### config.mk
export PLATFORM = sky130hd
export DESIGN_NAME = ram_arbiter
export DESIGN_NICKNAME = d
export VERILOG_FILES = /design/src/design/core_region_pkg.sv /design/src/design/ram_arbiter.sv
export SDC_FILE = /design/constraint.sdc
export NUM_CORES = 1
export LEC_CHECK = 0
export BUFFER_PORTS_ARGS = -buffer_cell sky130_fd_sc_hd__buf_2
export CORE_AREA = 3 3 101 103
export CTS_CLUSTER_SIZE = 12
export DETAILED_ROUTE_END_ITERATION = 8
export DIE_AREA = 0 0 104 106
export GPL_TIMING_DRIVEN = 0
export SLEW_MARGIN = 20
export SYNTH_ARGS = -nofsm -noshare
export SYNTH_HDL_FRONTEND = slang
export SYNTH_SLANG_ARGS = --single-unit
### constraint.sdc
create_clock -name clk -period 1.83 [get_ports clk]
set_clock_uncertainty 0.05 [all_clocks]
set_input_delay 0.549 -clock clk [delete_from_list [all_inputs] [get_ports clk]]
set_output_delay 0.549 -clock clk [all_outputs]
set_load 0.02 [all_outputs]
### src/design/core_region_pkg.sv
package core_region_pkg;

  localparam int DATA_WIDTH     = 32;
  localparam int BE_WIDTH       = 4;
  localparam int ADDR_WIDTH     = 32;
  localparam int RAM_ADDR_WIDTH = 10;
  localparam int RAM_DEPTH      = 1024;

  // top of the byte address selects the target
  localparam int REGION_WIDTH                   = 12;
  localparam logic [REGION_WIDTH-1:0] LOCAL_REGION = 12'h001;

  typedef logic [DATA_WIDTH-1:0]     word_t;
  typedef logic [BE_WIDTH-1:0]       byte_en_t;
  typedef logic [ADDR_WIDTH-1:0]     bus_addr_t;
  typedef logic [RAM_ADDR_WIDTH-1:0] ram_addr_t;

  // where the next lsu response comes from
  typedef enum logic [0:0]
  {
    SRC_RAM = 1'b0,
    SRC_EXT = 1'b1
  } resp_src_e;

endpackage
### src/design/ram_arbiter.sv
`timescale 1ns/10ps

module ram_arbiter
(
  input  logic                         clk,
  input  logic                         rst_n,

  // bus port always wins
  input  logic                         bus_req_i,
  input  logic                         bus_we_i,
  input  core_region_pkg::ram_addr_t   bus_addr_i,
  input  core_region_pkg::byte_en_t    bus_be_i,
  input  core_region_pkg::word_t       bus_wdata_i,
  output core_region_pkg::word_t       bus_rdata_o,

  // core port
  input  logic                         core_req_i,
  input  logic                         core_we_i,
  input  core_region_pkg::bus_addr_t   core_addr_i,
  input  core_region_pkg::byte_en_t    core_be_i,
  input  core_region_pkg::word_t       core_wdata_i,
  output logic                         core_gnt_o,
  output logic                         core_rvalid_o,
  output core_region_pkg::word_t       core_rdata_o,

  output logic                         ram_en_o,
  output logic                         ram_we_o,
  output core_region_pkg::ram_addr_t   ram_addr_o,
  output core_region_pkg::byte_en_t    ram_be_o,
  output core_region_pkg::word_t       ram_wdata_o,
  input  core_region_pkg::word_t       ram_rdata_i
);

  core_region_pkg::ram_addr_t core_word_addr;
  logic                       core_owner_q;

  // byte address to word address
  assign core_word_addr = core_addr_i[core_region_pkg::RAM_ADDR_WIDTH+1:2];

  assign core_gnt_o = core_req_i & ~bus_req_i;
  assign ram_en_o   = bus_req_i | core_req_i;

  always_comb
  begin
    if (bus_req_i)
    begin
      ram_we_o    = bus_we_i;
      ram_addr_o  = bus_addr_i;
      ram_be_o    = bus_be_i;
      ram_wdata_o = bus_wdata_i;
    end
    else
    begin
      ram_we_o    = core_we_i;
      ram_addr_o  = core_word_addr;
      ram_be_o    = core_be_i;
      ram_wdata_o = core_wdata_i;
    end
  end

  // who owned the ram last cycle
  always_ff @(posedge clk, negedge rst_n)
  begin
    if (!rst_n)
      core_owner_q <= 1'b0;
    else
      core_owner_q <= core_gnt_o;
  end

  assign core_rvalid_o = core_owner_q;

  // both sides share the one read port
  assign bus_rdata_o  = ram_rdata_i;
  assign core_rdata_o = ram_rdata_i;

  a_bus_priority: assert property (@(posedge clk) disable iff (!rst_n)
    !(core_gnt_o && bus_req_i));

endmodule

==> results.json <==
{
  "fin_crit_sh": 1.015,
  "fin_nets": 486,
  "maxSlewViolCount": 0,
  "syn_area_per_cell_um2": 9.431,
  "initial_core_util": 0.1209,
  "synth_nets": 271,
  "ant_nets": 0,
  "die_h_um": 106,
  "ys_seq_area_frac": 0.02230,
  "worst_pin_slew_ns": 0.1306,
  "path_max_fanout": 4,
  "status": "complete, but fails checks",
  "slew_headroom": 0.9127,
  "clkTransAtPathRegs_ns": 0,
  "syn_inst": 119,
  "antennaDiodeCount": 0,
  "drc": 0,
  "crit_path_start_kind": "input port",
  "synth_warnings": 0,
  "preCtsSetupSlack_ns": -0.1570,
  "track_usage": 0.07378,
  "grt_pass1_vias": 1551,
  "violations": "setup timing",
  "dr.first_iter.drc_count": 20,
  "wl_um": 5046,
  "crit_chain": "buf_12 > clkbuf_16 > mux2_4 > buf_6",
  "die_w_um": 104,
  "routedWlPerCell_um": 10.95,
  "vias_per_cell": 3.440,
  "num_rows": 35,
  "dp_hpwl_um": 4474,
  "vias": 1586,
  "antenna_found_initial": 0,
  "rsz0062_at_grt": "true",
  "fin_ws_ns": -0.02793,
  "p_leak_nw": 1.512,
  "place_congestion": 0.7983,
  "max_stage_delay_ns": 0.30,
  "setup_viol": 13,
  "syn_area_um2": 1122,
  "largest_reg_flops": 1,
  "area_growth_pct": 128.5,
  "grt_pass1_wl_um": 7024,
  "fp.dieArea_um2": 11020,
  "finalCriticalPeriod_ns": 1.858,
  "crit_slowest_cell": "mux2_4",
  "max_freq_mhz": 538.2,
  "setup_tns_ns": -0.1744,
  "maxCapViolCount": 0,
  "cp-endpoint": "ram_be_o[2]",
  "critical_path_class": "input port to primary output",
  "io-pin-count": 266,
  "finalPower_w": 0.0007970,
  "end_kind": "primary output",
  "synth_cell_types": 7,
  "drive_above_1_share": 0.9910,
  "port_buffers": 210,
  "worstPathRequired_ns": 1.23,
  "ys_ff_latch": 1,
  "core_area_um2": 9284,
  "timing.critical_path.from": "bus_req_i",
  "critPathArrivalTime_ns": 1.26,
  "grt_remaining_overflow": 0,
  "hold_class": "input port to asynchronous set/reset pin",
  "firstDrtPassIters": 2,
  "hold_viol_final": 0,
  "p_per_area_nw_per_um2": 310.7,
  "grt_max_degree": 11,
  "ir_drop_mv": 0.1060
}
==> worst min path at each step <==
| stage | cells past startpoint | endpoint | startpoint |
|---|---|---|---|
| after detailed placement | 1 | core_rvalid_o$_DFF_PN0_ | rst_n |
| after global placement | 1 | core_rvalid_o$_DFF_PN0_ | rst_n |
| final | 1 | core_rvalid_o$_DFF_PN0_ | rst_n |
| after floorplan | 0 | core_rvalid_o$_DFF_PN0_ | rst_n |
| after global routing | 1 | core_rvalid_o$_DFF_PN0_ | rst_n |
| after CTS | 1 | core_rvalid_o$_DFF_PN0_ | rst_n |
==> Yosys cell counts (all sizes together) <==
master	number	area (um2)
nor2b	1	6.260
or2	1	6.260
dfrtp	1	25.02
buf	69	525.5
mux2	47	559.3
==> timing repair <==
item	CTS	global route
pin swaps	0	0
gates resized for setup	21	27
endpoints found under the setup margin	11	29
hold buffers	0	0
setup buffers	1	0
endpoints found under the hold margin	0	0
gates cloned	1	1
==> per-layer routing <==
metal | wire, um | GRT usage | part of all wire | up-vias
met5 | 0 | 0 | 0 | -
met4 | 0 | 0.001899 | 0 | 0
met1 | 1525 | 0.07255 | 0.30 | 677
li1 | - | - | - | 762
met3 | 654 | 0.01821 | 0.13 | 0
met2 | 2866 | 0.1602 | 0.57 | 147
==> kinds of logic (layout without fill, tap and decap cells) <==
| group | after synthesis | count (layout) | synth area share |
|---|---|---|---|
| buffers and inverters | 69 | 282 | 0.4682 |
| flip-flops | 1 | 1 | 0.02229 |
| AND/OR/NAND/NOR | 2 | 2 | 0.01116 |
| multiplexers | 47 | 47 | 0.4983 |
==> critical path, delay by kind of cell <==
family                 cells  cell delay (ns)
buffers and inverters      3             0.40
multiplexers               1             0.30
==> area by class of cell <==
| type | instances | area, um2 |
|---|---|---|
| fillers | 1000 | 6719 |
| repair buffers | 213 | 1230 |
| multi-input cells | 49 | 605.6 |
| plain buffers | 69 | 543.0 |
| well taps | 129 | 161.4 |
| flip-flops and latches | 1 | 25.02 |
==> through the flow <==
step / instances / utilization / instance area (um2) / hold slack (ns)
floorplan: 119 / - / 1122 / 0.2034
global placement: 458 / 0.2515 / 2335 / 0.2735
detailed placement: 458 / 0.2515 / 2335 / 0.2745
CTS: 460 / 0.2639 / 2450 / 0.2748
global route: 461 / 0.2763 / 2565 / 0.2799
finish: 461 / 0.2763 / 2565 / 0.2736
==> report_power, final <==
part           total (W)  leakage [nW]  switching (W)  internal [W]
registers      0.0000238        0.0129    0.000000193     0.0000236
clock network          0             0              0             0
logic           0.000773          1.50       0.000360      0.000414
==> cell usage in the layout (no fill, tap or decap) <==
master	count
dfrtp_1	1
mux2_4	17
buf_6	17
buf_2	193
buf_4	67
nor2b_1	1
or2_1	1
mux2_2	30
clkbuf_16	1
buf_16	1
buf_12	3
Note: power is estimated with default switching activity, not from simulation.
