$ cat src/design/core_region_pkg.sv
package core_region_pkg;

  localparam int DATA_WIDTH     = 32;
  localparam int BE_WIDTH       = 4;
  localparam int ADDR_WIDTH     = 32;
  localparam int RAM_ADDR_WIDTH = 10;
  localparam int RAM_DEPTH      = 1024;

  // top of the byte address selects the target
  localparam int REGION_WIDTH                   = 12;
  localparam logic [REGION_WIDTH-1:0] LOCAL_REGION = 12'h001;

  typedef logic [DATA_WIDTH-1:0]     word_t;
  typedef logic [BE_WIDTH-1:0]       byte_en_t;
  typedef logic [ADDR_WIDTH-1:0]     bus_addr_t;
  typedef logic [RAM_ADDR_WIDTH-1:0] ram_addr_t;

  // where the next lsu response comes from
  typedef enum logic [0:0]
  {
    SRC_RAM = 1'b0,
    SRC_EXT = 1'b1
  } resp_src_e;

endpackage
$ cat src/design/wb_master_bridge.sv
`timescale 1ns/10ps

module wb_master_bridge
(
  input  logic                         clk,
  input  logic                         rst_n,

  input  logic                         req_i,
  input  logic                         we_i,
  input  core_region_pkg::bus_addr_t   addr_i,
  input  core_region_pkg::byte_en_t    be_i,
  input  core_region_pkg::word_t       wdata_i,
  output logic                         gnt_o,
  output logic                         rvalid_o,
  output core_region_pkg::word_t       rdata_o,

  output logic                         ext_cyc_o,
  output logic                         ext_stb_o,
  output logic                         ext_we_o,
  output core_region_pkg::bus_addr_t   ext_adr_o,
  output core_region_pkg::byte_en_t    ext_sel_o,
  output core_region_pkg::word_t       ext_dat_o,
  input  core_region_pkg::word_t       ext_dat_i,
  input  logic                         ext_ack_i
);

  typedef enum logic [1:0]
  {
    ST_IDLE,
    ST_WAIT,
    ST_RESP
  } state_e;

  state_e state_q;
  state_e state_d;

  assign gnt_o     = (state_q == ST_IDLE) & req_i;
  assign ext_cyc_o = (state_q == ST_WAIT);
  assign ext_stb_o = (state_q == ST_WAIT);
  assign rvalid_o  = (state_q == ST_RESP);

  always_comb
  begin
    state_d = state_q;
    case (state_q)
      ST_IDLE:
      begin
        if (req_i)
          state_d = ST_WAIT;
      end
      ST_WAIT:
      begin
        if (ext_ack_i)
          state_d = ST_RESP;
      end
      ST_RESP:
      begin
        state_d = ST_IDLE;
      end
      default:
      begin
        state_d = ST_IDLE;
      end
    endcase
  end

  always_ff @(posedge clk, negedge rst_n)
  begin
    if (!rst_n)
      state_q <= ST_IDLE;
    else
      state_q <= state_d;
  end

  // request fields and returned data
  always_ff @(posedge clk)
  begin
    if (gnt_o)
    begin
      ext_we_o  <= we_i;
      ext_adr_o <= addr_i;
      ext_sel_o <= be_i;
      ext_dat_o <= wdata_i;
    end
    if (ext_cyc_o && ext_ack_i)
      rdata_o <= ext_dat_i;
  end

  a_stb_in_cyc: assert property (@(posedge clk) disable iff (!rst_n)
    ext_stb_o |-> ext_cyc_o);

endmodule

$ cat config.mk
export PLATFORM = sky130hd
export DESIGN_NAME = wb_master_bridge
export DESIGN_NICKNAME = d
export VERILOG_FILES = /design/src/design/core_region_pkg.sv /design/src/design/wb_master_bridge.sv
export SDC_FILE = /design/constraint.sdc
export NUM_CORES = 1
export LEC_CHECK = 0
export ABC_AREA = 1
export BUFFER_PORTS_ARGS = -buffer_cell sky130_fd_sc_hd__buf_2
export CORE_MARGIN = 2
export CORE_UTILIZATION = 35
export CTS_BUF_LIST = sky130_fd_sc_hd__clkbuf_8
export CTS_CLUSTER_DIAMETER = 150
export DETAILED_ROUTE_END_ITERATION = 10
export PLACE_DENSITY = 0.72
export SLEW_MARGIN = 20
export SYNTH_ARGS = -nofsm -noshare
export SYNTH_HDL_FRONTEND = slang
export SYNTH_SLANG_ARGS = --single-unit
$ cat constraint.sdc
create_clock -name clk -period 8.2 [get_ports clk]
set_clock_uncertainty 0.05 [all_clocks]
set_input_delay 2.46 -clock clk [delete_from_list [all_inputs] [get_ports clk]]
set_output_delay 2.46 -clock clk [all_outputs]
set_load 0.1 [all_outputs]
==> impl_metrics.csv, run 1 <==
group,metric,value,unit
outcome,status,"completed",
worst_hold_path,hold_class,"register to register",
sta,slew_headroom,44.4,%
synthesis,syn_area,3140,sq um
sta,min_period_over_period,68.1,%
final_layout,mostFrequentLayoutCell,"buf_2",
clock_network,cts.sinks,103,
clock_network,cts_max_level,3,
critical_path,crit_required,5.69,ns
clock_network,ctsResizeCount,0,
sta,slew_violations,0,
die,fp.coreArea,8720,sq um
power_and_ir_drop,peakVddDrop,0.000180,V
drt,wl,6.88,mm
final_layout,drive_above_1_share,66.7,%
critical_path,critPathKind,"input port to output port",
drt,vias,1940,
synthesis,syn_inst,116,
die,die_area,9740,sq um
synthesis,ys_ff_latch,103,
final_layout,final_cell_mix,"buf_2, edfxtp_1, clkbuf_8, inv_1",
clock_network,post_cts_buffers,0,
final_layout,diodes,0,
synthesis,netlist.area_leader.share,96.7,%
clock_network,cts_tree,"yes",
synthesis,yosysWarnings,0,
drt,via_per_inst,4.31,
synthesis,yosys.cell_types.count,7,
critical_path,endpoint,"gnt_o",
final_layout,finalNetCount,442,
sta,setup-violations-final,0,
clock_network,clk_pin_slew_worst_paths,0.10,ns
die,start_util,36.0,%
clock_network,cts.path.max_buffers,2,
global_route,grt_pass1_wl,10.2,mm
placed_design,dp_hpwl,5.38,mm
placed_design,place.gp.congestion,0.746,
critical_path,cp-start-kind,"input port",
sta,tns,0,ns
drt,firstDrtPassIters,4,
critical_path,r2r-start,"state_q[0]",
critical_path,worstSetupEndpointType,"output port",
die,die_h,98.7,um
job,drv_cap,0,
sta,rsz0062_at_grt,"false",
drt,drcViolationCount,0,
die,placementRows,34,
power_and_ir_drop,p_leak,1.95,nW
global_route,grt_max_degree,70,
die,pin_count,210,
critical_path,startpoint,"req_i",
clock_network,root_buffer,"clkbuf_8",
critical_path,worstPathArrival,3.08,ns
power_and_ir_drop,power.density,345,nW/um^2
sta,period_needed,5.59,ns
synthesis,synth_fp_nets,221,
global_route,grt_usage,13.9,%
die,fp.dieW,98.7,um
critical_path,r2r_end,"ext_adr_o[18]",
clock_network,numCtsBuffers,9,
final_layout,area_growth,44.0,%
sta,fmax,179,MHz
sta,finalWorstSetupSlack,2.61,ns
synthesis,yosysTopAreaCell,"edfxtp_1",
global_route,grt_pass1_vias,2103,
sta,worstMarginPinSlew,0.833,ns
placed_design,dp_slack,2.61,ns
drt,drtIter0Drc,18,
critical_path,rr_worst_depth,4,
clock_network,hold_buffers,0,
global_route,grt_antenna_before_repair,1,
synthesis,yosysSeqAreaShare,98.3,%
global_route,grt-ovfl-total,0,
synthesis,avgSynthCellArea,27.0,sq um
sta,hold_viol_final,0,
synthesis,synthTopCellsByArea,"edfxtp_1, dfrtp_1, inv_1, nor2_1, nand2_1",
drt,routedWlPerCell,15.3,um
placed_design,port_buffers,209,
critical_path,worst-path-max-fanout,2,
clock_network,clk-insertion-delay-late,0.35,ns
drt,ant_nets,0,
critical_path,rrSetupSlack,6.40,ns
-- logic make-up after synthesis --
kind of cell	Yosys count	share of synthesized area (%)
flops	103	98.3
simple gates	8	0.997
buf+inv	5	0.718
-- flip-flops by register name, indices dropped and copies added (netlist names) --
signal and count:
ext_adr_o 32, ext_dat_o 32, ext_sel_o 4, ext_we_o 1, rdata_o 32, state_q 2
-- cell usage after synthesis --
| master | number |
|---|---|
| nand3_1 | 1 |
| edfxtp_1 | 101 |
| buf_4 | 1 |
| nor2_1 | 4 |
| nand2_1 | 3 |
| dfrtp_1 | 2 |
| inv_1 | 4 |
-- power breakdown --
group	internal, mW	switching, mW
Sequential	0.662	0.0154
Combinational	0.0614	0.523
Clock	0.124	0.173
-- metrics by stage --
| step | cells | total power [mW] | utilization [%] | hold WS (ns) | instance area, sq um |
|---|---|---|---|---|---|
| 2_1_floorplan | 116 | 1.19 | - | 0.454 | 3140 |
| 3_3_place_gp | 434 | 1.27 | 49.6 | 0.507 | 4330 |
| 3_5_place_dp | 434 | 1.28 | 49.6 | 0.512 | 4330 |
| 4_1_cts | 450 | 1.58 | 51.8 | 0.529 | 4520 |
| 5_1_grt | 450 | 1.61 | 51.8 | 0.586 | 4520 |
| 6_report | 450 | 1.56 | 51.8 | 0.525 | 4520 |
-- how the worst min path moves through the flow --
stage          startpoint    endpoint  slack (ns)  cells past startpoint
2_1_floorplan  state_q[1]  state_q[0]        0.45                      3
3_3_place_gp   state_q[1]  state_q[0]        0.51                      3
3_5_place_dp   state_q[0]  state_q[0]        0.51                      2
4_1_cts        state_q[1]  state_q[0]        0.53                      3
5_1_grt        state_q[1]  state_q[0]        0.59                      3
6_report       state_q[1]  state_q[0]        0.53                      3
-- final cells by class --
class,instances,area (sq um)
timing repair buffer,211,1060
clock buffer,10,138
multi-input combinational,8,33.8
inverter,4,15.0
sequential,103,3080
clock inverter,6,52.6
fill,740,4200
tap,108,135
-- per-layer routing --
| metal | global-route usage [%] | routed length [um] |
|---|---|---|
| met1 | 14.7 | 2360 |
| met2 | 23.6 | 3590 |
| met3 | 7.30 | 845 |
| met4 | 5.37 | 74 |
| met5 | 0 | 11 |
-- worst max-delay path: stages --
cell and delay, ns:
buf_2 0.07, nand2_1 0.07, inv_2 0.06, buf_2 0.41
(Power assumes the default switching activity.)
==> run 2, diff against run 1 <==
Settings changed: PLACE_DENSITY 0.72 to 0.75.
Clock period 8.2 ns to 4.8 ns, I/O delays scaled along.
==> impl_metrics.csv, run 2 (same netlist as run 1, synthesis figures left out) <==
group,metric,value,unit
outcome,status,"completed",
global_route,grt_antenna_before_repair,0,
sta,slew_violations,0,
critical_path,r2r-start,"state_q[0]",
sta,min_period_over_period,75.0,%
global_route,grt_max_degree,70,
clock_network,post_cts_buffers,0,
sta,period_needed,3.60,ns
global_route,grt_usage,14.7,%
worst_hold_path,holdPathStages,3,
placed_design,place.gp.congestion,0.744,
power_and_ir_drop,p_leak,1.93,nW
die,fp.dieW,98.7,um
critical_path,crit_required,3.31,ns
die,placementRows,34,
sta,fmax,278,MHz
critical_path,crit_path_top_delay_cell,"buf_2",
critical_path,crit_top_cell,"buf_2",
drt,vias,1944,
final_layout,finalNetCount,442,
final_layout,reg.largest.list,"ext_adr_o x32, ext_dat_o x32, rdata_o x32",
die,start_util,36.0,%
placed_design,dpl.cell_count,434,
job,drv_cap,0,
placed_design,port_buffers,209,
final_layout,mostFrequentLayoutCell,"buf_2",
clock_network,cts.path.max_buffers,2,
critical_path,r2r_end,"ext_adr_o[21]",
clock_network,root_buffer,"clkbuf_8",
sta,worstMarginPinSlew,0.837,ns
clock_network,hold_buffers,0,
sta,rsz0062_at_grt,"false",
final_layout,drive_above_1_share,66.9,%
drt,wl,7.28,mm
clock_network,ctsResizeCount,0,
final_layout,area_growth,43.8,%
placed_design,placed_area,4330,sq um
final_layout,layout.cells.non_filler,449,
power_and_ir_drop,p_total,2.65,mW
power_and_ir_drop,peakVddDrop,0.000204,V
worst_hold_path,hold_class,"register to register",
placed_design,dp_hpwl,5.67,mm
clock_network,clk-insertion-delay-late,0.35,ns
final_layout,final_cell_mix,"buf_2, edfxtp_1, clkbuf_8",
die,die_h,98.7,um
worst_hold_path,min_from,"state_q[1]",
sta,finalWorstSetupSlack,1.20,ns
critical_path,crit_chain,"buf_2 > nand2_1 > clkinvlp_4 > buf_2",
drt,routedWlPerCell,16.2,um
critical_path,cp-start-kind,"input port",
sta,hold_viol_final,0,
critical_path,rr_worst_depth,4,
clock_network,cts.sinks,103,
power_and_ir_drop,power.density,588,nW/um^2
sta,slew_headroom,44.2,%
critical_path,rrSetupSlack,2.97,ns
final_layout,seq_area,3080,sq um
drt,drcViolationCount,0,
clock_network,clk_pin_slew_worst_paths,0.10,ns
die,pin_count,210,
critical_path,cp_slowest_stage_delay,0.41,ns
global_route,grt_pass1_wl,10.7,mm
placed_design,dp_slack,1.20,ns
drt,firstDrtPassIters,4,
critical_path,worstSetupEndpointType,"output port",
final_layout,multiInputGateArea,33.8,sq um
critical_path,critPathKind,"input port to output port",
final_layout,diodes,0,
final_layout,stdcell_area,4510,sq um
sta,setup-violations-final,0,
global_route,grt-ovfl-total,0,
drt,via_per_inst,4.33,
clock_network,cts_max_level,3,
worst_hold_path,hold_end,"state_q[0]",
critical_path,worstPathArrival,2.11,ns
clock_network,numCtsBuffers,9,
clock_network,cts_tree,"yes",
die,fp.coreArea,8720,sq um
critical_path,worst-path-max-fanout,2,
sta,tns,0,ns
final_layout,fillers,699,
drt,ant_nets,0,
die,die_area,9740,sq um
global_route,grt_pass1_vias,1990,
drt,drtIter0Drc,32,
==> run 2: worst max-delay path: cells and delay by family <==
family	cells	cell delay (ns)
AND/OR/NAND/NOR	1	0.09
buffers and inverters	3	0.58
==> run 2: report_power, final <==
part           switching (mW)  internal (mW)  total (mW)
Sequential             0.0276           1.13        1.16
Clock                   0.303          0.196       0.498
Combinational           0.893          0.105       0.998
Total                    1.22           1.43        2.65
==> run 2: worst max-delay path by stage <==
stage / start / end / slack (ns)
after floorplan: req_i / gnt_o / 0.61
after detailed placement: req_i / gnt_o / 1.20
after global routing: req_i / gnt_o / 1.15
after global placement: req_i / gnt_o / 1.20
final: req_i / gnt_o / 1.20
after CTS: req_i / gnt_o / 1.20
==> run 2: routing by layer <==
metal | track usage, % | vias to the layer above | wire length, um
li1 | - | 890 | -
met5 | 0 | - | 0
met1 | 16.5 | 919 | 2660
met3 | 5.39 | 15 | 675
met4 | 6.74 | 0 | 178
met2 | 25.0 | 120 | 3760
==> run 2: final cells by class <==
type	instances	area share, %
Clock inverter	6	1.25
Timing Repair Buffer	211	23.5
Inverter	4	0.416
Clock buffer	9	2.75
Tap cell	108	3.00
Sequential cell	103	68.3
Multi-Input combinational cell	8	0.749
==> run 2: through the flow <==
step	util (%)	hold WS (ns)
after detailed placement	49.7	0.505
after floorplan	-	0.463
after global routing	51.7	0.548
final	51.7	0.521
after CTS	51.7	0.523
after global placement	49.7	0.493
