## src/design/core_region_pkg.sv

```systemverilog
package core_region_pkg;

  localparam int DATA_WIDTH     = 32;
  localparam int BE_WIDTH       = 4;
  localparam int ADDR_WIDTH     = 32;
  localparam int RAM_ADDR_WIDTH = 10;
  localparam int RAM_DEPTH      = 1024;

  // top of the byte address selects the target
  localparam int REGION_WIDTH                   = 12;
  localparam logic [REGION_WIDTH-1:0] LOCAL_REGION = 12'h001;

  typedef logic [DATA_WIDTH-1:0]     word_t;
  typedef logic [BE_WIDTH-1:0]       byte_en_t;
  typedef logic [ADDR_WIDTH-1:0]     bus_addr_t;
  typedef logic [RAM_ADDR_WIDTH-1:0] ram_addr_t;

  // where the next lsu response comes from
  typedef enum logic [0:0]
  {
    SRC_RAM = 1'b0,
    SRC_EXT = 1'b1
  } resp_src_e;

endpackage
```

## src/design/lsu_demux.sv

```systemverilog
`timescale 1ns/10ps

module lsu_demux
(
  input  logic                         clk,
  input  logic                         rst_n,

  input  logic                         lsu_req_i,
  input  core_region_pkg::bus_addr_t   lsu_addr_i,
  input  logic                         lsu_we_i,
  input  core_region_pkg::byte_en_t    lsu_be_i,
  input  core_region_pkg::word_t       lsu_wdata_i,
  output logic                         lsu_gnt_o,
  output logic                         lsu_rvalid_o,
  output core_region_pkg::word_t       lsu_rdata_o,

  output logic                         ram_req_o,
  output logic                         ext_req_o,
  input  logic                         ram_gnt_i,
  input  logic                         ram_rvalid_i,
  input  logic                         ext_gnt_i,
  input  logic                         ext_rvalid_i,
  input  core_region_pkg::word_t       ram_rdata_i,
  input  core_region_pkg::word_t       ext_rdata_i
);

  logic                       is_local;
  logic                       pending;
  logic                       block_ram;
  logic                       block_ext;
  logic [1:0]                 pend_cnt;
  core_region_pkg::resp_src_e resp_src;

  // payload goes straight to both targets, only req is steered
  assign is_local = (lsu_addr_i[core_region_pkg::ADDR_WIDTH-1 -: core_region_pkg::REGION_WIDTH]
                     == core_region_pkg::LOCAL_REGION);

  // keep responses in order across targets
  assign pending   = (pend_cnt != 2'd0);
  assign block_ram = pending && (resp_src == core_region_pkg::SRC_EXT);
  assign block_ext = pending && (resp_src == core_region_pkg::SRC_RAM);

  assign ram_req_o = lsu_req_i &  is_local & ~block_ram;
  assign ext_req_o = lsu_req_i & ~is_local & ~block_ext;

  assign lsu_gnt_o = is_local ? (ram_gnt_i & ~block_ram) : (ext_gnt_i & ~block_ext);

  always_ff @(posedge clk, negedge rst_n)
  begin
    if (!rst_n)
    begin
      pend_cnt <= 2'd0;
      resp_src <= core_region_pkg::SRC_RAM;
    end
    else
    begin
      if (lsu_gnt_o && !lsu_rvalid_o)
        pend_cnt <= pend_cnt + 2'd1;
      else if (!lsu_gnt_o && lsu_rvalid_o)
        pend_cnt <= pend_cnt - 2'd1;

      if (lsu_gnt_o)
        resp_src <= is_local ? core_region_pkg::SRC_RAM : core_region_pkg::SRC_EXT;
    end
  end

  // route response back from the pending source
  always_comb
  begin
    if (resp_src == core_region_pkg::SRC_EXT)
    begin
      lsu_rvalid_o = ext_rvalid_i;
      lsu_rdata_o  = ext_rdata_i;
    end
    else
    begin
      lsu_rvalid_o = ram_rvalid_i;
      lsu_rdata_o  = ram_rdata_i;
    end
  end

  // targets only grant what was requested
  a_gnt_needs_req: assert property (@(posedge clk) disable iff (!rst_n)
    lsu_gnt_o |-> lsu_req_i);

  // lsu_we_i, lsu_be_i and lsu_wdata_i are wired to the targets at the top
  a_payload_known: assert property (@(posedge clk) disable iff (!rst_n)
    lsu_gnt_o |-> !$isunknown({lsu_we_i, lsu_be_i, lsu_wdata_i}));

endmodule

```

## config.mk

```make
export PLATFORM = sky130hd
export DESIGN_NAME = lsu_demux
export DESIGN_NICKNAME = d
export VERILOG_FILES = /design/src/design/core_region_pkg.sv /design/src/design/lsu_demux.sv
export SDC_FILE = /design/constraint.sdc
export NUM_CORES = 1
export LEC_CHECK = 0
export ABC_AREA = 1
export BUFFER_PORTS_ARGS = -buffer_cell sky130_fd_sc_hd__buf_2
export CAP_MARGIN = 20
export CORE_MARGIN = 10
export CORE_UTILIZATION = 19
export DETAILED_ROUTE_END_ITERATION = 16
export GPL_ROUTABILITY_DRIVEN = 0
export PLACE_DENSITY_LB_ADDON = 0.15
export SETUP_SLACK_MARGIN = 0.02
export SLEW_MARGIN = 10
export SYNTH_ARGS = -nofsm -noshare
export SYNTH_HDL_FRONTEND = slang
export SYNTH_SLANG_ARGS = --single-unit
```

## constraint.sdc

```tcl
create_clock -name clk -period 1.5 [get_ports clk]
set_clock_uncertainty 0.05 [all_clocks]
set_input_delay 0.45 -clock clk [delete_from_list [all_inputs] [get_ports clk]]
set_output_delay 0.45 -clock clk [all_outputs]
set_load 0.01 [all_outputs]
```

==> flow_summary.toml, run 1 <==
[power_and_ir_drop]
power_density_mw_per_mm2 = 449
vdd_drop_max_mv = 0.621
power.leakage_nw = 0.975

[timing]
tightest_slew_ns = 0.187
fmax_ghz = 0.582
hold_viol = 0
whs_ns = 0.443
fin_crit_sh_pct = 115
post-route-min-period_ns = 1.72
rsz0062_at_grt = "true"
setup_ws_ns = -0.218
maxSlewHeadroom_pct = 87.4
final-setup-viol-count = 38
slew_viol_final = 0
setup_tns_ns = -6.02

[setup_path]
criticalPathCategory = "reg2out"
cp-startpoint = "resp_src"
worstPathMaxFanout = 6
timing.rr.start = "resp_src"
crit_required_ns = 1.00
arrival_ns = 1.22
worst_setup_path_start_kind = "flop"
end_kind = "output port"
rrSetupSlack_ns = -0.16

[die]
num_io_pins = 176
coreArea_sq_mm = 0.00334
die_area_sq_mm = 0.00617
die_h_microns = 78.6
rows = 21
start_util_pct = 19.5
dieWidth_microns = 78.6

[detailed_routing]
ant_nets = 0
drt_wl_total_microns = 3970
drcViolationCount = 0
viasPerCell = 3.93
firstDrtPassIters = 4
drtIter0Drc = 37
vias = 1238
drt-wirelength-per-cell_microns = 12.6

[logic_synthesis]
synthMuxAreaShare_pct = 0
ys_seq_area_share_pct = 11.5
syn_area_sq_um = 652
synth_top_family_by_area = "simple AND/OR/NAND/NOR gates"
yosysWarnings = 0
synth.avg_cell_area_sq_um = 4.59
ys_seq_elements = 3
synth_nets = 283
yosys.area_share.simple_pct = 69.1
synth_compound_area_share_pct = 5.18
synthCells = 142
yosys.area_share.xor_xnor_pct = 2.69
synth_cell_types = 16
synthAdderAreaFrac_pct = 1.92

[layout]
regArea_sq_um = 76.3
multi_input_comb_area_sq_um = 582
design_area_sq_mm = 0.00156
layout-drive-gt1-share_pct = 56.9
fillCellCount = 373
syn_to_final_growth_pct = 140
final_cells = 315
diodes = 0
layout.nets = 411

[cts]
htree_levels = 1
cts_buffers = 3
cts_tree = "yes"
path_clk_slew_ns = 0.04
clk_latency_ns = 0.23
cts_sinks = 3
root_buffer = "clkbuf_4"
cts_buffer_depth = 2

[placed_design]
hpwl_microns = 3230
dp_cells = 306
place_area_sq_mm = 0.00135
port_buffers = 118

[run_status]
violations = "negative setup slack"
status = "finished, violations left"

[global_route]
antenna_found_initial = 0
grt_use_total_pct = 10.9
grt-ovfl-total = 0
grt_start_max_net_pins = 33
grt_pass1_vias = 1203
grt_pass1_wl_microns = 5710

[min_path]
hp-start = "ext_gnt_i"
min_path_type = "in2reg"

[job]
cap_violations = 0
[final cells by class]
type,count,area share [%]
flip-flops and latches,3,4.88
well taps,46,3.68
clock buffers,4,1.68
repair buffers,130,51.0
inverters,5,1.52
multi-input cells,127,37.2
[synthesized netlist by cell type, drive strengths merged]
master  count  area share (%)
nand2     103              59
nor2       11             6.3
buf         7             6.3
inv         5             3.3
o21ai       4             3.6
dfrtp       3              12
a21oi       2             1.5
nand3       2             1.5
xnor2       2             2.7
and2        1            0.96
ha          1             1.9
or2         1            0.96
[worst max-delay path: stages, from the launching register on]
cell and delay (ns):
dfrtp_2 0.41, clkinv_4 0.11, or2_4 0.25, o21ai_4 0.06
inv_2 0.04, buf_6 0.11
[per-stage QoR]
stage	total power [mW]	util (%)	setup WS [ns]
after global routing	0.771	46.9	-0.306
after detailed placement	0.506	40.5	-0.309
final	0.703	46.9	-0.218
after CTS	0.681	43.8	-0.235
after global placement	0.505	40.5	-0.306
after floorplan	0.288	-	-0.152
[kinds of logic (layout without fill, tap and decap cells)]
group / after synthesis / count (layout)
AOI/OAI and AO/OA: 6 / 6
xor gates and xnor gates: 2 / 2
adders and majority gates: 1 / 1
buffers and inverters: 12 / 139
DFF: 3 / 3
and+or+nand+nor: 118 / 118
[registers in the layout, indices dropped and copies added, names as in the netlist]
signal / count
pend_cnt: 2
resp_src: 1
[cells in the final DEF (no fill, tap or decap), types with 2 or more instances in the layout]
master    count
buf_2       105
nand2_1     100
buf_6        14
buf_4         8
nor2_2        6
nor2_1        4
nand2_2       3
clkbuf_4      3
inv_2         2
inv_1         2
xnor2_1       2
dfrtp_1       2
[per-layer routing]
metal	GRT usage (%)	share of wire, %	vias up
met5	0	0	-
met4	1.61	0	0
met3	6.15	15	0
met2	20.0	50	60
met1	10.6	35	501
li1	-	-	677
[path summary, 6_finish.rpt]
kind	end	depth (start not counted)
max reg2reg	pend_cnt[1]	10
max in group asynchronous	resp_src	2
min	resp_src	3
max	lsu_rvalid_o	5
min reg2reg	pend_cnt[0]	2
min in group asynchronous	pend_cnt[0]	2
[timing repair]
action,4_1_cts,5_1_grt
resized for setup,11,20
cloned,0,1
setup buffers,3,0
pin swaps,7,8
hold buffers,1,0
hold endpoints to repair,3,0
endpoints found under the setup margin,38,38
[where the power goes]
part | switching [mW] | total (mW) | internal [mW]
sequential | 0.0278 | 0.138 | 0.110
clock | 0.0415 | 0.141 | 0.0997
combinational | 0.175 | 0.423 | 0.249
Note: power is estimated with default switching activity, not from simulation.
==> run 2, diff against run 1 <==
--- a/config.mk
+++ b/config.mk
@@ -14,6 +14,7 @@
 export GPL_ROUTABILITY_DRIVEN = 0
 export PLACE_DENSITY_LB_ADDON = 0.15
 export SETUP_SLACK_MARGIN = 0.02
+export SKIP_CTS_REPAIR_TIMING = 1
 export SLEW_MARGIN = 10
 export SYNTH_ARGS = -nofsm -noshare
 export SYNTH_HDL_FRONTEND = slang
==> flow_summary.toml, run 2 (synthesis gave the netlist of run 1 again) <==
[run_status]
status = "finished, violations left"
violations = "negative setup slack"

[layout]
syn_to_final_growth_pct = 138
multi_input_comb_area_sq_um = 584
layout_commonest_cell = "buf_2"
final_cell_mix = "buf_2 (107), nand2_1 (99), buf_6 (12), buf_4 (8), nor2_1 (6)"
final_cells = 315
diodes = 0
layout.nets = 411
layout-drive-gt1-share_pct = 56.5
regMostFlops = "pend_cnt"
largest_register_ff_count = 2
design_area_sq_mm = 0.00155
fillCellCount = 381
regArea_sq_um = 76.3
largest_registers = "pend_cnt (2), resp_src (1)"

[global_route]
grt_start_max_net_pins = 33
antenna_found_initial = 0
grt_use_total_pct = 10.6
grt-ovfl-total = 0
grt_pass1_wl_microns = 5530
grt_pass1_vias = 1166

[power_and_ir_drop]
power.leakage_nw = 0.970
power_density_mw_per_mm2 = 450
vdd_drop_max_mv = 0.710
total_power_mw = 0.699

[placed_design]
place_area_sq_mm = 0.00135
hpwl_microns = 3230
place_ws_ns = -0.309
dp_cells = 306
port_buffers = 118

[min_path]
min_path_type = "in2reg"

[detailed_routing]
drt-wirelength-per-cell_microns = 13.0
vias = 1252
drcViolationCount = 0
ant_nets = 0
drt_wl_total_microns = 4090
viasPerCell = 3.97
wl_met1_microns = 1420
wl_met2_microns = 2110
wl_met3_microns = 560
firstDrtPassIters = 4
drtIter0Drc = 22
highest_layer = "met3"

[die]
dieWidth_microns = 78.6
start_util_pct = 19.5
num_io_pins = 176
die_h_microns = 78.6
die_area_sq_mm = 0.00617
coreArea_sq_mm = 0.00334
rows = 21

[setup_path]
end_kind = "output port"
rr_worst_depth = 10
worstPathMaxFanout = 3
crit_required_ns = 1.00
rrSetupSlack_ns = -0.19
worst_setup_path_start_kind = "flop"
worstSetupEndpoint = "lsu_gnt_o"
timing.rr.start = "pend_cnt[1]"
arrival_ns = 1.25
cp-startpoint = "pend_cnt[1]"
timing.rr.end = "pend_cnt[1]"
criticalPathCategory = "reg2out"

[timing]
post-route-min-period_ns = 1.75
hold_viol = 0
setup_tns_ns = -5.98
rsz0062_at_grt = "true"
fmax_ghz = 0.572
maxSlewHeadroom_pct = 87.4
setup_ws_ns = -0.248
final-setup-viol-count = 38
tightest_slew_ns = 0.187
fin_crit_sh_pct = 117
slew_viol_final = 0

[cts]
root_buffer = "clkbuf_4"
htree_levels = 1
clk_latency_ns = 0.24
path_clk_slew_ns = 0.04
cts_buffers = 3
cts_buffer_depth = 2
cts_sinks = 3
cts_tree = "yes"

[job]
cap_violations = 0
## run 2: through the flow
step / utilization [%] / hold WS (ns)
after global routing: 46.6 / 0.447
after CTS: 41.2 / -0.0525
after global placement: 40.5 / 0.200
after floorplan: - / 0.104
final: 46.6 / 0.425
after detailed placement: 40.5 / 0.200
## run 2: critical path: stages (launching register included)
cell and delay [ns]:
dfrtp_1 0.39, nor2_1 0.13, nor2_1 0.06, nor2_1 0.11
nand3_2 0.11, nand2_2 0.10, buf_6 0.11
## run 2: per-layer routing
layer	vias to the layer above	track usage (%)
met1	514	10.2
met4	0	1.61
met5	-	0
met3	0	5.81
li1	678	-
met2	60	19.7
## run 2: worst min-delay path by stage
| stage | start | to | slack (ns) | depth (start not counted) |
|---|---|---|---|---|
| floorplan | rst_n | pend_cnt[0] | 0.10 | 0 |
| global placement | rst_n | pend_cnt[0] | 0.20 | 1 |
| detailed placement | rst_n | pend_cnt[0] | 0.20 | 1 |
| CTS | rst_n | pend_cnt[0] | -0.05 | 1 |
| global route | ext_gnt_i | resp_src | 0.45 | 3 |
| finish | ext_gnt_i | resp_src | 0.43 | 3 |
## run 2: final cells by class
class,count,area share (%)
Timing Repair Buffer,130,50.6
Multi-Input combinational cell,127,37.6
Sequential cell,3,4.91
Tap cell,46,3.70
Clock buffer,4,1.69
Inverter,5,1.53
## run 2: report_power, final
part           leakage, nW  switching, mW  total, mW  internal (mW)
registers           0.0318         0.0228      0.133          0.110
logic                0.923          0.177      0.418          0.241
clock network       0.0150         0.0475      0.148          0.100
==> run 3, diff against run 2 <==
--- a/config.mk
+++ b/config.mk
@@ -12,7 +12,7 @@
 export CORE_UTILIZATION = 19
 export DETAILED_ROUTE_END_ITERATION = 16
 export GPL_ROUTABILITY_DRIVEN = 0
-export PLACE_DENSITY_LB_ADDON = 0.15
+export PLACE_DENSITY = 0.9
 export SETUP_SLACK_MARGIN = 0.02
 export SKIP_CTS_REPAIR_TIMING = 1
 export SLEW_MARGIN = 10
==> flow_summary.toml, run 3 (synthesis gave the netlist of run 1 again) <==
[detailed_routing]
drtIter0Drc = 70
vias = 1351
drcViolationCount = 0
firstDrtPassIters = 4
drt_wl_total_microns = 4420
drt-wirelength-per-cell_microns = 13.8
ant_nets = 0
viasPerCell = 4.21

[die]
coreArea_sq_mm = 0.00334
start_util_pct = 19.5
rows = 21
num_io_pins = 176
die_area_sq_mm = 0.00617
die_h_microns = 78.6
dieWidth_microns = 78.6

[setup_path]
cp_cell_sequence = "inv_4, nor2_1, nor2_1, nand3_1, nand2_2, buf_6"
crit_required_ns = 1.00
critical-path-max-stage-delay_ns = 0.42
worst-path-stages = 6
timing.rr.end = "pend_cnt[1]"
end_kind = "output port"
arrival_ns = 1.25
crit_buf_inv = 2
crit_family = "flip-flops"
worst_path_max_delay_cell = "dfrtp_1"
worstPathMaxFanout = 6
worst_setup_path_start_kind = "flop"
rr_worst_depth = 10
rrSetupSlack_ns = -0.19
criticalPathCategory = "reg2out"
worstSetupEndpoint = "lsu_gnt_o"
cp_common_cell = "nor2_1"
cp-startpoint = "resp_src"
timing.rr.start = "resp_src"

[layout]
syn_to_final_growth_pct = 172
diodes = 0
largest_register_ff_count = 2
layout.nets = 417
layout_commonest_cell = "buf_2"
final_core_util_pct = 53.1
final_cell_mix = "buf_2 (104), nand2_1 (70), nand2_2 (24), buf_6 (19), nand2_4 (9)"
layout-drive-gt1-share_pct = 67.3
fillCellCount = 344
largest_registers = "pend_cnt (2), resp_src (1)"
regMostFlops = "pend_cnt"

[run_status]
violations = "negative setup slack"
status = "finished, violations left"

[timing]
rsz0062_at_grt = "true"
tightest_slew_ns = 0.238
hold_viol = 0
fmax_ghz = 0.571
maxSlewHeadroom_pct = 84.0
fin_crit_sh_pct = 117
final-setup-viol-count = 38
whs_ns = 0.492
post-route-min-period_ns = 1.75
slew_viol_final = 0
setup_ws_ns = -0.252

[global_route]
grt-ovfl-total = 0
grt_pass1_wl_microns = 5790
grt_pass1_vias = 1307
antenna_found_initial = 0
grt_use_total_pct = 11.1
grt_start_max_net_pins = 20

[power_and_ir_drop]
power.leakage_nw = 1.04
p_int_mw = 0.498
p_switching_mw = 0.275
p_seq_share_pct = 17.4
p_comb_share_pct = 63.6
vdd_drop_max_mv = 0.712
power_density_mw_per_mm2 = 436
swShare_pct = 35.6
pwr-share-clk_pct = 19.0

[cts]
cts_tree = "yes"
cts_buffer_depth = 2
path_clk_slew_ns = 0.04
root_buffer = "clkbuf_4"
clk_latency_ns = 0.24
cts_buffers = 3
cts_sinks = 3
htree_levels = 1

[min_path]
min_path_type = "in2async"

[placed_design]
hpwl_microns = 3260
port_buffers = 118

[job]
cap_violations = 0
[run 3: cell types whose count changed in the layout (fill, tap and decap cells not counted), sizes merged]
cell and change:
buf +5, clkbuf +1, inv +1, clkinv -1
[run 3: metal layers]
metal | GRT usage (%) | vias to the layer above | part of all wire, %
li1 | - | 695 | -
met1 | 10.6 | 576 | 33
met2 | 19.9 | 70 | 52
met3 | 6.49 | 10 | 13
met4 | 2.69 | 0 | 1.9
met5 | 0 | - | 0
[run 3: worst min path at each step]
stage	from	endpoint	slack (ns)	cells after the start
2_1_floorplan	rst_n	pend_cnt[0]	0.10	0
3_3_place_gp	rst_n	pend_cnt[0]	0.20	1
3_5_place_dp	rst_n	resp_src	0.20	1
4_1_cts	rst_n	resp_src	-0.05	1
5_1_grt	rst_n	resp_src	0.49	2
6_report	rst_n	resp_src	0.49	2
[run 3: power by group through the flow]
stage	clock network, mW	registers, mW	logic (mW)
2_1_floorplan	0	0.134	0.155
6_report	0.147	0.135	0.491
5_1_grt	0.163	0.140	0.540
3_5_place_dp	0	0.130	0.378
3_3_place_gp	0	0.130	0.368
4_1_cts	0.148	0.131	0.382
[run 3: layout make-up]
class                   count  area (sq um)  share of cell area (%)
well taps                  46          57.6                    3.25
multi-input cells         127           696                    39.3
inverters                   5          21.3                    1.20
repair buffers            136           895                    50.5
clock buffers               4          26.3                    1.48
flip-flops and latches      3          75.1                    4.24
[run 3: through the flow]
| stage | cells | instance area (sq um) | TNS (ns) | worst slack (ns) | total power [mW] |
|---|---|---|---|---|---|
| after floorplan | 142 | 678 | -0.152 | -0.152 | 0.288 |
| after global placement | 310 | 1380 | -1.12 | -0.281 | 0.498 |
| after detailed placement | 310 | 1380 | -1.26 | -0.329 | 0.508 |
| after CTS | 314 | 1410 | -8.01 | -0.341 | 0.661 |
| after global routing | 321 | 1770 | -9.62 | -0.323 | 0.844 |
| final | 321 | 1770 | -7.08 | -0.252 | 0.773 |
